**config.mk**
```make
export PLATFORM = sky130hd
export DESIGN_NAME = spi_master_top
export DESIGN_NICKNAME = d
export VERILOG_FILES = /design/src/common/spi_pkg.sv /design/src/common/spi_rx_if.sv /design/src/common/spi_shift_if.sv /design/src/spi_engine/spi_clock_gen.sv /design/src/spi_engine/spi_shifter.sv /design/src/spi_engine/spi_sequencer.sv /design/src/spi_in_buffer.sv /design/src/spi_out_buffer.sv /design/src/spi_master_top.sv
export SDC_FILE = /design/constraint.sdc
export NUM_CORES = 1
export LEC_CHECK = 0
export BUFFER_PORTS_ARGS = -buffer_cell sky130_fd_sc_hd__buf_2
export CAP_MARGIN = 25
export CORE_MARGIN = 2
export CORE_UTILIZATION = 60
export CTS_BUF_LIST = sky130_fd_sc_hd__clkbuf_4 sky130_fd_sc_hd__clkbuf_8
export CTS_CLUSTER_SIZE = 28
export DETAILED_ROUTE_END_ITERATION = 7
export PLACE_DENSITY_LB_ADDON = 0.1
export SYNTH_ARGS = -nofsm -noshare
export SYNTH_HDL_FRONTEND = slang
export SYNTH_SLANG_ARGS = --single-unit
```
**constraint.sdc**
```tcl
create_clock -name aclk -period 5.1 [get_ports aclk]
set_input_delay 0.51 -clock aclk [delete_from_list [all_inputs] [get_ports aclk]]
set_output_delay 0.51 -clock aclk [all_outputs]
set_load 0.01 [all_outputs]
```
**src/common/spi_pkg.sv**
```systemverilog
`default_nettype none

package spi_pkg;

	// --------------------------------------------------
	// stream and serial widths
	// --------------------------------------------------
	localparam int WORD_W = 32;  // input/output stream word
	localparam int BYTE_W = 8;   // one byte on the wire
	localparam int LEN_W  = 12;  // byte count field

	// command word layout
	localparam int WR_LEN_LSB = 0;   // bytes to write
	localparam int RD_LEN_LSB = 16;  // bytes to read

	typedef struct packed {
		logic [LEN_W-1:0] rd_len;
		logic [LEN_W-1:0] wr_len;
	} cmd_t;

	typedef enum logic [2:0] {
		idle,      // waiting for a command
		select,    // cs_n low, no edge yet
		write,     // shifting out write bytes
		read,      // shifting in read bytes
		deselect   // cs_n high gap
	} seq_state_e;

endpackage

`default_nettype wire

```
**src/common/spi_rx_if.sv**
```systemverilog
`default_nettype none

// received bytes towards the output FIFO, credits coming back
interface spi_rx_if;
	import spi_pkg::*;

	logic              rx_valid;  // one cycle per completed byte
	logic [BYTE_W-1:0] rx_data;
	logic              rx_last;   // final byte of the transaction
	logic              credit;    // one cycle per byte leaving the FIFO

	modport seq (
		output rx_valid,
		output rx_data,
		output rx_last,
		input  credit
	);

	modport out_buf (
		input  rx_valid,
		input  rx_data,
		input  rx_last,
		output credit
	);

endinterface

`default_nettype wire

```
**src/common/spi_shift_if.sv**
```systemverilog
`default_nettype none

// byte level control of the shifter
interface spi_shift_if;
	import spi_pkg::*;

	logic              load;       // start a byte, one cycle
	logic [BYTE_W-1:0] tx_data;
	logic              capture;    // byte is a read byte
	logic              byte_done;  // eighth sample taken, one cycle
	logic [BYTE_W-1:0] rx_data;

	modport seq (
		output load,
		output tx_data,
		output capture,
		input  byte_done,
		input  rx_data
	);

	modport shift (
		input  load,
		input  tx_data,
		input  capture,
		output byte_done,
		output rx_data
	);

endinterface

`default_nettype wire

```
**src/spi_engine/spi_clock_gen.sv**
```systemverilog
`default_nettype none

module spi_clock_gen #(
	parameter int CLK_DIV = 2
) (
	input  wire  aclk,
	input  wire  aresetn,
	input  wire  run,
	output logic sclk,
	output logic rise,
	output logic fall
);

	localparam int CNT_W = (CLK_DIV > 0) ? $clog2(CLK_DIV + 1) : 1;

	logic [CNT_W-1:0] cnt;
	logic             half_end;

	assign half_end = (cnt == CNT_W'(CLK_DIV));  // last cycle of a half period

	always_ff @(posedge aclk or negedge aresetn) begin
		if (!aresetn) begin
			cnt  <= '0;
			sclk <= 1'b0;
			rise <= 1'b0;
			fall <= 1'b0;
		end else if (!run) begin
			cnt  <= '0;    // fresh half period on restart
			sclk <= 1'b0;
			rise <= 1'b0;
			fall <= 1'b0;
		end else begin
			rise <= half_end && !sclk;  // high with the first sclk high cycle
			fall <= half_end && sclk;
			if (half_end) begin
				cnt  <= '0;
				sclk <= !sclk;
			end else begin
				cnt <= cnt + 1'b1;
			end
		end
	end

endmodule

`default_nettype wire

```
**src/spi_engine/spi_shifter.sv**
```systemverilog
`default_nettype none

module spi_shifter (
	input  wire        aclk,
	input  wire        aresetn,
	input  wire        rise,
	input  wire        fall,
	input  wire        miso,
	output logic       mosi,
	spi_shift_if.shift sh
);
	import spi_pkg::*;

	logic [BYTE_W-1:0] tx_sr;
	logic [BYTE_W-1:0] rx_sr;
	logic [2:0]        bit_cnt;  // rise ticks seen in this byte

	always_ff @(posedge aclk or negedge aresetn) begin
		if (!aresetn) begin
			tx_sr        <= '0;
			bit_cnt      <= '0;
			sh.byte_done <= 1'b0;
		end else begin
			sh.byte_done <= 1'b0;
			if (sh.load) begin
				tx_sr   <= sh.capture ? '0 : sh.tx_data;  // read bytes send zeros
				bit_cnt <= '0;
			end else begin
				// trailing fall of the previous byte sees bit_cnt 0
				if (fall && (bit_cnt != 3'd0)) begin
					tx_sr <= {tx_sr[BYTE_W-2:0], 1'b0};
				end
				if (rise) begin
					bit_cnt      <= bit_cnt + 3'd1;
					sh.byte_done <= (bit_cnt == 3'd7);
				end
			end
		end
	end

	always_ff @(posedge aclk) begin
		if (rise) begin
			rx_sr <= {rx_sr[BYTE_W-2:0], miso};  // msb first
		end
	end

	assign mosi       = tx_sr[BYTE_W-1];
	assign sh.rx_data = rx_sr;

endmodule

`default_nettype wire

```
**src/spi_engine/spi_sequencer.sv**
```systemverilog
`default_nettype none

module spi_sequencer #(
	parameter int OUT_DEPTH = 2
) (
	input  wire                       aclk,
	input  wire                       aresetn,
	input  wire                       word_valid,
	output logic                      word_ready,
	input  wire [spi_pkg::WORD_W-1:0] word,
	input  wire                       rise,
	input  wire                       fall,
	output logic                      run,
	output logic                      cs_n,
	spi_rx_if.seq                     rx,
	spi_shift_if.seq                  sh
);
	import spi_pkg::*;

	localparam int CRED_W = $clog2(OUT_DEPTH + 1);

	seq_state_e        state;
	cmd_t              cmd;
	logic [LEN_W-1:0]  wr_cnt;    // write bytes not yet loaded
	logic [LEN_W-1:0]  rd_cnt;    // read bytes not yet started
	logic [LEN_W-1:0]  half_cnt;  // aclk cycles since last rise
	logic [CRED_W-1:0] credits;
	logic              active;    // byte in the shifter
	logic              free;
	logic              start_wr;
	logic              start_rd;
	logic              start;
	logic              done;

	assign cmd.rd_len = word[RD_LEN_LSB +: LEN_W];
	assign cmd.wr_len = word[WR_LEN_LSB +: LEN_W];

	// --------------------------------------------------
	// byte slot decisions
	// --------------------------------------------------
	assign free     = !active || sh.byte_done;
	assign start_wr = (state == write) && free && (wr_cnt != '0) && word_valid;
	assign start_rd = (state == read) && free && (rd_cnt != '0) && (credits != '0);
	assign start    = start_wr || start_rd;
	assign done     = free && (wr_cnt == '0) && (rd_cnt == '0);

	assign word_ready = (state == idle) || ((state == write) && free && (wr_cnt != '0));

	assign sh.load    = start;
	assign sh.capture = (state == read);
	assign sh.tx_data = word[BYTE_W-1:0];

	assign rx.rx_valid = sh.byte_done && (state == read);
	assign rx.rx_data  = sh.rx_data;
	assign rx.rx_last  = (rd_cnt == '0);  // nothing left to start

	// --------------------------------------------------
	// transaction FSM
	// --------------------------------------------------
	always_ff @(posedge aclk or negedge aresetn) begin
		if (!aresetn) begin
			state    <= idle;
			cs_n     <= 1'b1;
			run      <= 1'b0;
			active   <= 1'b0;
			wr_cnt   <= '0;
			rd_cnt   <= '0;
			half_cnt <= '0;
		end else begin
			if (start) begin
				active <= 1'b1;
				run    <= 1'b1;
			end else begin
				if (sh.byte_done) begin
					active <= 1'b0;
				end
				if (fall && free) begin
					run <= 1'b0;  // no next byte, park sclk low
				end
			end

			case (state)
				idle: begin
					if (word_valid) begin
						wr_cnt <= cmd.wr_len;
						rd_cnt <= cmd.rd_len;
						if ((cmd.wr_len != '0) || (cmd.rd_len != '0)) begin
							state <= select;
							cs_n  <= 1'b0;
						end
					end
				end
				// first low half period of the clock gives cs_n setup
				select: state <= (wr_cnt != '0) ? write : read;
				write, read: begin
					if (start_wr) begin
						wr_cnt <= wr_cnt - 1'b1;
					end
					if (start_rd) begin
						rd_cnt <= rd_cnt - 1'b1;
					end
					if (done && fall) begin
						state <= deselect;  // half_cnt holds the high half length
						cs_n  <= 1'b1;
					end else begin
						half_cnt <= rise ? '0 : half_cnt + 1'b1;
						if ((state == write) && free && (wr_cnt == '0) && (rd_cnt != '0)) begin
							state <= read;
						end
					end
				end
				deselect: begin
					if (half_cnt == '0) begin
						state <= idle;
					end else begin
						half_cnt <= half_cnt - 1'b1;
					end
				end
				default: state <= idle;
			endcase
		end
	end

	// spent at byte start, returned as the FIFO drains
	always_ff @(posedge aclk or negedge aresetn) begin
		if (!aresetn) begin
			credits <= CRED_W'(OUT_DEPTH);
		end else begin
			credits <= credits + CRED_W'(rx.credit) - CRED_W'(start_rd);
		end
	end

	a_credit_bound: assert property (@(posedge aclk) disable iff (!aresetn)
		credits <= CRED_W'(OUT_DEPTH));

	a_no_clock_deselected: assert property (@(posedge aclk) disable iff (!aresetn)
		cs_n |-> !run);

endmodule

`default_nettype wire

```
**src/spi_in_buffer.sv**
```systemverilog
`default_nettype none

module spi_in_buffer (
	input  wire                        aclk,
	input  wire                        aresetn,
	input  wire [spi_pkg::WORD_W-1:0]  s_data,
	input  wire                        s_valid,
	output logic                       s_ready,
	output logic                       word_valid,
	output logic [spi_pkg::WORD_W-1:0] word,
	input  wire                        word_ready
);

	typedef enum logic {
		empty,
		full
	} hold_state_e;

	hold_state_e state;

	always_ff @(posedge aclk or negedge aresetn) begin
		if (!aresetn) begin
			state   <= empty;
			s_ready <= 1'b0;
		end else begin
			case (state)
				empty: begin
					if (s_valid && s_ready) begin
						state   <= full;
						s_ready <= 1'b0;
					end else begin
						s_ready <= 1'b1;  // also first rise after reset
					end
				end
				full: begin
					if (word_ready) begin  // sequencer took the word
						state   <= empty;
						s_ready <= 1'b1;
					end
				end
				default: begin
					state   <= empty;
					s_ready <= 1'b0;
				end
			endcase
		end
	end

	always_ff @(posedge aclk) begin
		if (s_valid && s_ready) begin
			word <= s_data;
		end
	end

	assign word_valid = (state == full);

	a_ready_xor_valid: assert property (@(posedge aclk) disable iff (!aresetn)
		!(s_ready && word_valid));

endmodule

`default_nettype wire

```
**src/spi_out_buffer.sv**
```systemverilog
`default_nettype none

module spi_out_buffer #(
	parameter int OUT_DEPTH = 2
) (
	input  wire                        aclk,
	input  wire                        aresetn,
	output logic [spi_pkg::WORD_W-1:0] m_data,
	output logic                       m_valid,
	input  wire                        m_ready,
	output logic                       m_last,
	spi_rx_if.out_buf                  rx
);
	import spi_pkg::*;

	localparam int PTR_W = (OUT_DEPTH > 1) ? $clog2(OUT_DEPTH) : 1;
	localparam int CNT_W = $clog2(OUT_DEPTH + 1);

	logic [BYTE_W-1:0] mem_data [OUT_DEPTH];
	logic              mem_last [OUT_DEPTH];
	logic [PTR_W-1:0]  wr_ptr;
	logic [PTR_W-1:0]  rd_ptr;
	logic [CNT_W-1:0]  count;
	logic              pop;

	function automatic logic [PTR_W-1:0] next_ptr(input logic [PTR_W-1:0] ptr);
		return (ptr == PTR_W'(OUT_DEPTH - 1)) ? '0 : ptr + 1'b1;
	endfunction

	assign m_valid   = (count != '0);
	assign pop       = m_valid && m_ready;
	assign m_data    = {{(WORD_W - BYTE_W){1'b0}}, mem_data[rd_ptr]};
	assign m_last    = mem_last[rd_ptr];
	assign rx.credit = pop;  // slot freed, sequencer may start a byte

	always_ff @(posedge aclk) begin
		if (rx.rx_valid) begin
			mem_data[wr_ptr] <= rx.rx_data;
			mem_last[wr_ptr] <= rx.rx_last;
		end
	end

	// --------------------------------------------------
	// pointers and fill level
	// --------------------------------------------------
	always_ff @(posedge aclk or negedge aresetn) begin
		if (!aresetn) begin
			wr_ptr <= '0;
			rd_ptr <= '0;
			count  <= '0;
		end else begin
			if (rx.rx_valid) begin
				wr_ptr <= next_ptr(wr_ptr);
			end
			if (pop) begin
				rd_ptr <= next_ptr(rd_ptr);
			end
			count <= count + CNT_W'(rx.rx_valid) - CNT_W'(pop);
		end
	end

	a_no_overflow: assert property (@(posedge aclk) disable iff (!aresetn)
		rx.rx_valid |-> (count < CNT_W'(OUT_DEPTH)));

endmodule

`default_nettype wire

```
**src/spi_master_top.sv**
```systemverilog
`default_nettype none

module spi_master_top #(
	parameter int CLK_DIV   = 2,
	parameter int OUT_DEPTH = 2
) (
	input  wire                        aclk,
	input  wire                        aresetn,
	// command and write data stream
	input  wire [spi_pkg::WORD_W-1:0]  s_data,
	input  wire                        s_valid,
	output logic                       s_ready,
	// read data stream
	output logic [spi_pkg::WORD_W-1:0] m_data,
	output logic                       m_valid,
	input  wire                        m_ready,
	output logic                       m_last,
	// flash pins
	output logic                       cs_n,
	output logic                       sclk,
	output logic                       mosi,
	input  wire                        miso
);
	import spi_pkg::*;

	logic              word_valid;
	logic              word_ready;
	logic [WORD_W-1:0] word;
	logic              run;
	logic              rise;
	logic              fall;

	spi_rx_if    rx_if ();
	spi_shift_if sh_if ();

	spi_in_buffer in_buf_i (
		.aclk       (aclk),
		.aresetn    (aresetn),
		.s_data     (s_data),
		.s_valid    (s_valid),
		.s_ready    (s_ready),
		.word_valid (word_valid),
		.word       (word),
		.word_ready (word_ready)
	);

	spi_sequencer #(
		.OUT_DEPTH (OUT_DEPTH)
	) seq_i (
		.aclk       (aclk),
		.aresetn    (aresetn),
		.word_valid (word_valid),
		.word_ready (word_ready),
		.word       (word),
		.rise       (rise),
		.fall       (fall),
		.run        (run),
		.cs_n       (cs_n),
		.rx         (rx_if.seq),
		.sh         (sh_if.seq)
	);

	spi_clock_gen #(
		.CLK_DIV (CLK_DIV)
	) clk_gen_i (
		.aclk    (aclk),
		.aresetn (aresetn),
		.run     (run),
		.sclk    (sclk),
		.rise    (rise),
		.fall    (fall)
	);

	spi_shifter shifter_i (
		.aclk    (aclk),
		.aresetn (aresetn),
		.rise    (rise),
		.fall    (fall),
		.miso    (miso),
		.mosi    (mosi),
		.sh      (sh_if.shift)
	);

	spi_out_buffer #(
		.OUT_DEPTH (OUT_DEPTH)
	) out_buf_i (
		.aclk    (aclk),
		.aresetn (aresetn),
		.m_data  (m_data),
		.m_valid (m_valid),
		.m_ready (m_ready),
		.m_last  (m_last),
		.rx      (rx_if.out_buf)
	);

endmodule

`default_nettype wire

```
After elaboration in Yosys (flattened, before gate mapping)
Memory sizes are Yosys's and may differ from the RTL's.
Index checks and enable logic that the tools add are counted.
{"block": "classes", "add_sub_neg": 12, "bitwise": 1, "mux": 48, "eq_ne": 17, "reduce_logical": 47}
{"op": "$mux W12", "count": 7}
{"op": "$pmux W12 S2", "count": 3}
{"op": "$reduce_bool A12 Y1", "count": 4}
{"op": "$logic_not A12 Y1", "count": 3}
{"op": "$sub A12 B1 Y12 const B", "count": 3}
{"op": "$mux W8", "count": 3}
{"op": "$mux W1", "count": 22}
{"op": "$mux W3", "count": 7}
{"op": "$logic_and A1 B1 Y1", "count": 18}
{"op": "$reduce_bool A2 Y1", "count": 8}
{"op": "$add A12 B1 Y12 const B", "count": 1}
{"op": "$ne A2 B1 Y1 const B", "count": 6}
{"op": "$pmux W3 S4", "count": 1}
{"op": "$reduce_and A3 Y1", "count": 3}
{"op": "$ne A2 B2 Y1 const B", "count": 4}
{"op": "$reduce_and A4 Y1", "count": 2}
{"op": "$eq A3 B2 Y1 const B", "count": 2}
{"op": "$eq A3 B3 Y1 const B", "count": 2}
{"op": "$pmux W1 S2", "count": 3}
{"op": "$add A2 B1 Y2", "count": 2}
{"op": "$logic_or A1 B1 Y1", "count": 4}
{"op": "$mux W2", "count": 2}
{"op": "$sub A2 B1 Y2", "count": 2}
{"op": "$add A3 B1 Y3 const B", "count": 1}
{"op": "other kinds (10)", "count": 12}
{"block": "totals", "mem_bits_rw": 18, "wordCells": 149, "regBits": 103, "out_inout_bits": 38, "inputBits": 37, "n_memories": 2}
{"memory": "out_buf_i.mem_data", "words": 2, "width": 8, "read_ports": 1, "rd_clocked_by_memory_dff": 0, "write_ports": 1, "line_no": "spi_out_buffer.sv:19", "text": "logic [BYTE_W-1:0] mem_data [OUT_DEPTH];"}
{"memory": "out_buf_i.mem_last", "words": 2, "width": 1, "read_ports": 1, "rd_clocked_by_memory_dff": 0, "write_ports": 1, "line_no": "spi_out_buffer.sv:20", "text": "logic mem_last [OUT_DEPTH];"}

Longest topological paths before layout
Gate-level depths: netlist of the first run.
{"block": "logic_depth", "word_depth": 8, "ltp_mapped": 11, "depth_no_buf": 11}

By module
A second synthesis of the first run with hierarchy kept.
{"block": "unflattened", "cells_unflattened": 576, "hier_area_um2": 6347.3}
{"mod": "spi_sequencer", "cells_per_inst": 387, "area_each_um2": 3189.3, "instances": 1, "seq_area_each_um2": 1103.6}
{"mod": "spi_out_buffer", "cells_per_inst": 69, "area_each_um2": 1064.8, "instances": 1, "seq_area_each_um2": 640.6}
{"mod": "spi_in_buffer", "cells_per_inst": 39, "area_each_um2": 1038.5, "instances": 1, "seq_area_each_um2": 1011.0}
{"mod": "spi_shifter", "cells_per_inst": 68, "area_each_um2": 864.6, "instances": 1, "seq_area_each_um2": 540.5}
{"mod": "spi_clock_gen", "cells_per_inst": 13, "area_each_um2": 190.2, "instances": 1, "seq_area_each_um2": 125.1}

Worst setup path after synthesis of the first run
OpenSTA, ideal clock, no wires.
{"block": "synth_timing", "path_type": "reg2reg", "start": "register seq_i.rd_cnt[0]", "end": "register seq_i.credits[1]", "arrival_time_ns": 2.668, "n_path_buf": 0, "setup_slack_ns": 2.356, "required_time_ns": 5.025, "stages_incl_launch_ff": 12, "synth_period_minus_slack_ns": 2.744, "setup_ns": 0.075, "cell_sequence": "dfrtp_1 -> inv_1 -> ha_1 -> or4b_4 -> or4_4 -> inv_1 -> nor4_1 -> ha_1 -> inv_1 -> ha_1 -> xnor2_1 -> xnor2_1"}
{"block": "synth_between", "elab_chain_len": 4}
{"item": "start: declaration", "line_no": "spi_sequencer.sv:25", "text": "logic [LEN_W-1:0] rd_cnt;"}
{"item": "start signal: assignment", "line_no": "spi_sequencer.sv:86", "text": "rd_cnt <= cmd.rd_len;"}
{"item": "start signal: assignment", "line_no": "spi_sequencer.sv:100", "text": "rd_cnt <= rd_cnt - 1'b1;"}
{"item": "$reduce_bool A12 Y1", "line_no": "spi_sequencer.sv:43", "text": "assign start_rd = (state == read) && free && (rd_cnt != '0) && (credits != '0);"}
{"item": "$logic_and A1 B1 Y1 (2 in a row)", "line_no": "spi_sequencer.sv:43"}
{"item": "$sub A2 B1 Y2", "line_no": "spi_sequencer.sv:129", "text": "credits <= credits + CRED_W'(rx.credit) - CRED_W'(start_rd);"}
{"item": "end signal: assignment", "line_no": "spi_sequencer.sv:127", "text": "credits <= CRED_W'(OUT_DEPTH);"}
{"item": "end signal: assignment", "line_no": "spi_sequencer.sv:129"}
{"item": "end: declaration", "line_no": "spi_sequencer.sv:27", "text": "logic [CRED_W-1:0] credits;"}
Every way passes these cells.
A chain may end at the register's enable or synchronous reset.

Worst setup path after layout of the first run
{"block": "layout_timing", "start": "register seq_i.rd_cnt[0]", "end": "register seq_i.state[0]"}
{"block": "layout_between", "elab_chain_len": 5, "elab_cells_between_ends": 9, "classes_between": "1 x eq/ne; 2 x mux; 6 x reduce/logical"}
{"item": "$logic_not A12 Y1", "line_no": "spi_sequencer.sv:45", "text": "assign done = free && (wr_cnt == '0) && (rd_cnt == '0);"}
{"item": "$logic_and A1 B1 Y1", "line_no": "spi_sequencer.sv:45"}
{"item": "$logic_and A1 B1 Y1", "line_no": "spi_sequencer.sv:102", "text": "if (done && fall) begin"}
{"item": "$ne A3 B1 Y1 (no line) or $mux W3 (tied branches)"}
{"item": "$reduce_and A4 Y1 (no line) or $pmux W3 S4 (tied branches)"}
{"item": "end signal: assignment", "line_no": "spi_sequencer.sv:103", "text": "state <= deselect;"}
{"item": "end signal: assignment", "line_no": "spi_sequencer.sv:108", "text": "state <= read;"}
{"item": "end signal: assignment", "line_no": "spi_sequencer.sv:114", "text": "state <= idle;"}
{"item": "end: declaration", "line_no": "spi_sequencer.sv:22", "text": "seq_state_e state;"}
Parallel ways exist; a longest one is shown, timed or not.

==> results of run 1 <==
critical path, stage by stage (launching register included):
cell and delay (ps):
dfrtp_1 400, inv_1 100, ha_1 220, or4b_4 510
or4_4 560, o41ai_4 760, and2_1 450, a211oi_1 130
layout make-up:
| type | instances | share of cell area (%) |
|---|---|---|
| Clock buffer | 19 | 3.91 |
| Multi-Input combinational cell | 372 | 36.7 |
| Timing Repair Buffer | 50 | 4.26 |
| Tap cell | 133 | 2.55 |
| Inverter | 18 | 1.04 |
| Sequential cell | 117 | 48.7 |
| Clock inverter | 13 | 2.78 |
where the power goes:
| part | switching [mW] | leakage [nW] | internal (mW) |
|---|---|---|---|
| sequential | 0.248 | 1.28 | 1.24 |
| clock | 0.378 | 0.207 | 0.547 |
| combinational | 0.445 | 1.24 | 0.364 |
| total | 1.07 | 2.73 | 2.16 |
registers in the layout, indices dropped and copies added (netlist names), 3 cells and up:
name and cells:
in_buf_i.word 24, shifter_i.tx_sr 8, seq_i.wr_cnt 12, seq_i.half_cnt 12, seq_i.state 3, shifter_i.bit_cnt 3
out_buf_i.mem_data 16, seq_i.rd_cnt 12, shifter_i.sh.rx_data 8
placed cells by master, fill, tap and decap left out, types with 5 or more instances in the layout:
cell type	n
a211oi_1	5
a31oi_1	5
nor2_1	39
o21ai_0	31
nor3_1	10
o22a_1	14
clkbuf_8	18
buf_4	7
inv_1	18
a21oi_1	37
ha_1	13
buf_2	42
or3_1	6
edfxtp_1	50
nor4_1	11
mux2i_1	20
nand4_1	5
dfrtp_1	65
clkinvlp_4	5
and2_1	6
nand3_1	5
mux2_2	11
conb_1	24
xnor2_1	7
nand2_1	42
worst paths after layout:
| kind | endpoint | slack [ps] |
|---|---|---|
| worst max register to register | seq_i.state[0]$_DFFE_PN0P_ | 1830 |
| max in group asynchronous | seq_i.rd_cnt[2]$_DFFE_PN0P_ | 4270 |
| min in group asynchronous | shifter_i.bit_cnt[0]$_DFFE_PN0P_ | 280 |
| worst min register to register | clk_gen_i.cnt[0]$_DFF_PN0_ | 440 |
| worst max-delay path | seq_i.state[0]$_DFFE_PN0P_ | 1830 |
| worst min-delay path | in_buf_i.word[24]$_DFFE_PP_ | 240 |
stage by stage:
step / cells / setup WS [ps] / utilization (%)
final: 722 / 1830 / 67.7
after global routing: 722 / 1650 / 67.7
after CTS: 721 / 1820 / 67.5
after detailed placement: 689 / 1850 / 63.0
after global placement: 689 / 1900 / 63.0
after floorplan: 560 / 2360 / -
metal layers:
metal	track usage [%]	up-vias
met5	0	-
met4	9.01	0
met3	7.39	16
met2	38.3	109
met1	31.3	2059
li1	-	2028
kinds of logic (layout without fill, tap and decap cells):
group,count (synthesis),in the layout,share of synthesized area [%]
AND/OR/NAND/NOR,158,158,13.9
AO/OA/AOI/OAI,138,138,15.9
flip-flops,117,117,54.3
buffers and inverters,71,100,6.32
multiplexers,31,31,5.53
adder cells (fa/ha/maj),13,13,2.78
XOR/XNOR,8,8,1.20
other,1,24,0.0640
==> metrics.txt, run 1 <==
top-area cell type share of the netlist area=27.8%; fin. max-slew vios=0; metal2 WL=5680 um; dominant cells by area after synthesis=dfrtp_1 (28%), edfxtp_1 (26%), mux2i_1 (3.4%), buf_4 (3.2%), a21oi_1 (3.2%); Synth Register Bits=117; CP max FO=12; I/O Buffers=42; area of the multi-input gates=2400 um2; final number of hold-violating endpoints=0; Mapped Area=5860 um2; Rows=36; relative slew slack=37.2%; layout cells sized above 1=17.8%; Die X=103 um; CTS clk-pin slew, worst paths=70 ps; 1st-pass router iterations=5; Tcrit/Tclk final=64.2%; via count=4212; final instance area=6530 um2; Worst IR Drop VDD=0.293 mV; CTS sink cnt=117; antenna-violating nets left=0; area grow syn2layout=11.4%; static leakage=2.73 nW; WL/cell=16.1 um; max_cap viols=0; Final Wtd Congestion=0.925; post-CTS setup buffers=0; Synth top cells by count=dfrtp_1 (65), edfxtp_1 (50), nand2_1 (42); Final Hold Slack=237 ps; Cells after Synth=537; register area=3180 um2; HP Start=s_data[24]; asr flop ratio synth=57.3%; Final Power=3.23 mW; antenna violations before repair=0; most numerous cell in the Yosys netlist=dfrtp_1; Core ar.=9640 um2; worst skew pair latency=440 ps; # IOs=75; type of origin of the critical path=flop; WL met1=5190 um; final net count=626; Ys Warns=0; final worst clock skew=8.71 ps; Die Y=103 um; CP startpoint=seq_i.rd_cnt[0]$_DFFE_PN0P_; CTS max path bufs=2; Synth Flop Type=dfrtp_1; Synth cell types=63; Initial Utilization=60.8%; RSZ-0062 raised after global routing=false; f_max=306 MHz; Iter 0 DRT Violations=208; crit path capture type=flop; P per Cell Area=495 nW/um2; cts repair resizes=0; register area share after synthesis=54.3%; TritonCTS Buffers=17; GRT overflow=0; HPWL after DPL=7670 um; vias in the first global route=3911; Die Area=10600 um2; final WL=11600 um; final total negative setup slack=0 ps; dpl cell area=6070 um2; status=completed; Fillers=756; Arrival @ worst endpoint=3580 ps; final setup fails=0; hold crit path type=in2reg; data required time of the critical path=5410 ps; Met3 Routed Length=572 um; number of synthesized flops with an enable pin=50; top sig layer=met4; Via density=5.83; first-pass GRT wire length=19000 um; CTS tree=done; # DRC=0; Hold-fix buffers, CTS=0; CTS root buffer=clkbuf_8; depth of the worst hold-timing path=1; pin count of the biggest net entering global routing=68; minimum clock period=3270 ps; GRT Total Usage=24.0%; FF-to-FF Start=seq_i.rd_cnt[0]$_DFFE_PN0P_; Synth area leader=dfrtp_1; diode count=0; Least-Margin Pin Slew=941 ps; Setup CP Type=reg2reg; Synth Area per Inst=10.9 um2; R2R depth=7; H-tree levels=4
(Power assumes the default switching activity.)
==> run 2: changes to the inputs <==
- CORE_UTILIZATION: 60 -> 54
- clock period: 5.1 -> 2.8 ns (I/O delays scaled with it)
==> run 2 against run 1 <==
Clock skew increased by 6.8 ps. Sequential power increased by 81%. Clock-buffer cell count unchanged. First-iteration DRC count increased by 29%. Final cell count increased by 3.2%. Clock power increased by 76%. Register-to-register slack got worse by 1700 ps. Maximum frequency increased by 22%. Largest power group unchanged.
==> metrics.txt, run 2 (synthesis gave the netlist of run 1 again) <==
# DRC=0 (unchanged); vias in the first global route=4075 (+4.2%); layout cells sized above 1=19.5% (+1.7 points); final number of hold-violating endpoints=0 (unchanged); data required time of the critical path=3160 ps (-2250 ps); final setup fails=0 (unchanged); 1st-pass router iterations=5 (unchanged); max reg flops=24 (unchanged); post-CTS setup buffers=0 (unchanged); H-tree levels=4 (unchanged); Top Registers=in_buf_i.word: 24 flops, out_buf_i.mem_data: 16 flops; Die X=108 um (+5.2%); CTS tree=done; max_cap viols=0 (unchanged); antenna violations before repair=0 (unchanged); type of origin of the critical path=flop; minimum clock period=2690 ps (-583 ps); P per Cell Area=877 nW/um2 (+77%); Initial Utilization=54.8% (-6.0 points); CTS sink cnt=117 (unchanged); diode count=0 (unchanged); I/O Buffers=42 (unchanged); via count=4245 (+0.78%); Die Y=108 um (+5.2%); final worst clock skew=15.5 ps (+6.83 ps); final net count=642 (+2.6%); fin. max-slew vios=0 (unchanged); GRT Total Usage=21.6% (-2.4 points); Tcrit/Tclk final=96.0% (+32 points); crit path cell chain=inv_1 -> ha_1 -> or4b_4 -> or4_4 -> inv_2 -> nor4_1 -> ha_1 -> inv_1 -> ha_1 -> xnor2_2 -> xnor2_1; cell at the slowest stage of the critical path=or4b_4; CP most frequent cell=ha_1; pin count of the biggest net entering global routing=42 (-38%); Core ar.=10700 um2 (+11%); CTS clk-pin slew, worst paths=70 ps (about the same); Fillers=891 (+18%); WL/cell=15.7 um (-2.3%); Top reg by flops=in_buf_i.word; GRT overflow=0 (unchanged); crit path capture type=flop; Arrival @ worst endpoint=3040 ps (-540 ps); CP max FO=4 (-8); TritonCTS Buffers=17 (unchanged); Iter 0 DRT Violations=268 (+29%); RSZ-0062 raised after global routing=false; CTS max path bufs=2 (unchanged); static leakage=2.82 nW (+3.4%); dpl cell area=6190 um2 (+2.0%); register area=3180 um2 (unchanged); f_max=372 MHz (+22%); Setup CP Type=reg2reg; worst skew pair latency=440 ps (about the same); Via density=5.70 (-2.3%); CTS root buffer=clkbuf_8; Rows=38 (+5.6%); area of the multi-input gates=2410 um2 (+0.37%); HPWL after DPL=7970 um (+3.9%); Least-Margin Pin Slew=937 ps (-4.20 ps); final WL=11700 um (+0.80%); # IOs=75 (unchanged); commonest non-fill, non-tap cell in the layout=dfrtp_1; hold crit path type=in2reg; Die Area=11700 um2 (+11%); final instance area=6670 um2 (+2.3%); first-pass GRT wire length=19500 um (+2.6%); Worst IR Drop VDD=0.629 mV (+110%); highest cell delay on the worst timing path=490 ps (-270 ps); final total negative setup slack=0 ps (unchanged); relative slew slack=37.5% (+0.28 points); area grow syn2layout=13.9%; most frequent cells in the layout=dfrtp_1 (65), edfxtp_1 (50), nand2_1 (42), buf_2 (42), nor2_1 (39); status=completed; Final Wtd Congestion=0.858 (-7.3%); antenna-violating nets left=0 (unchanged)
## run 2: cell types whose count changed in the layout (fill, tap and decap cells not counted), sizes merged
| cell | delta |
|---|---|
| buf | +11 |
| bufinv | -1 |
| clkinvlp | -5 |
| dlygate4sd3 | +5 |
| inv | +6 |
## run 2: path summary, 6_finish.rpt
check / startpoint / to / slack [ps] / cells after the start
min: s_data[7] / in_buf_i.word[7]$_DFFE_PP_ / 20 / 1
min in group asynchronous: aresetn / out_buf_i.rd_ptr$_DFFE_PN0P_ / 460 / 2
max: seq_i.rd_cnt[0]$_DFFE_PN0P_ / seq_i.credits[1]$_DFF_PN1_ / 110 / 11
max reg2reg: seq_i.rd_cnt[0]$_DFFE_PN0P_ / seq_i.credits[1]$_DFF_PN1_ / 110 / 11
max in group asynchronous: aresetn / seq_i.credits[1]$_DFF_PN1_ / 1620 / 3
min reg2reg: clk_gen_i.cnt[1]$_DFF_PN0_ / clk_gen_i.cnt[0]$_DFF_PN0_ / 450 / 1
## run 2: area by class of cell
type	count	area share, %
sequential	117	47.7
clock buffer	19	3.73
multi-input combinational	372	36.1
clock inverter	13	2.53
tap	140	2.62
inverter	18	1.01
timing repair buffer	66	6.39
## run 2: repair_timing
| item | CTS | global route |
|---|---|---|
| hold endpoints to repair | 31 | 0 |
| endpoints found under the setup margin | 2 | 4 |
| hold buffers | 5 | 0 |
| pin swaps | 2 | 0 |
| gates resized for setup | 1 | 3 |
## run 2: layer usage
metal	track usage (%)	vias up	part of all wire, %
li1	-	2051	-
met4	8.88	0	2.0
met1	27.9	2054	45
met5	0	-	0
met3	4.76	17	4.5
met2	35.3	123	48
## run 2: per-stage QoR
| stage | cells | setup slack, ps | hold slack (ps) | util [%] | power (mW) |
|---|---|---|---|---|---|
| 2_1_floorplan | 560 | 56.0 | -15.6 | - | 3.79 |
| 3_3_place_gp | 707 | 34.6 | 397 | 57.8 | 4.16 |
| 3_5_place_dp | 708 | 2.60 | 386 | 57.9 | 4.25 |
| 4_1_cts | 745 | 81.0 | 0.865 | 62.3 | 5.89 |
| 5_1_grt | 745 | 20.8 | 0.393 | 62.4 | 6.24 |
| 6_report | 745 | 112 | 18.1 | 62.4 | 5.86 |
## run 2: worst max-delay path: cells and delay by family (launching register included)
| family | cells | cell delay [ps] |
|---|---|---|
| fa+ha+maj | 3 | 680 |
| simple gates | 3 | 1020 |
| flops | 1 | 390 |
| xor+xnor | 2 | 310 |
| buf+inv | 3 | 230 |
## run 2: report_power, final
part | internal (mW) | total [mW] | switching, mW
registers | 2.27 | 2.70 | 0.432
clock network | 0.915 | 1.63 | 0.716
logic | 0.704 | 1.53 | 0.823
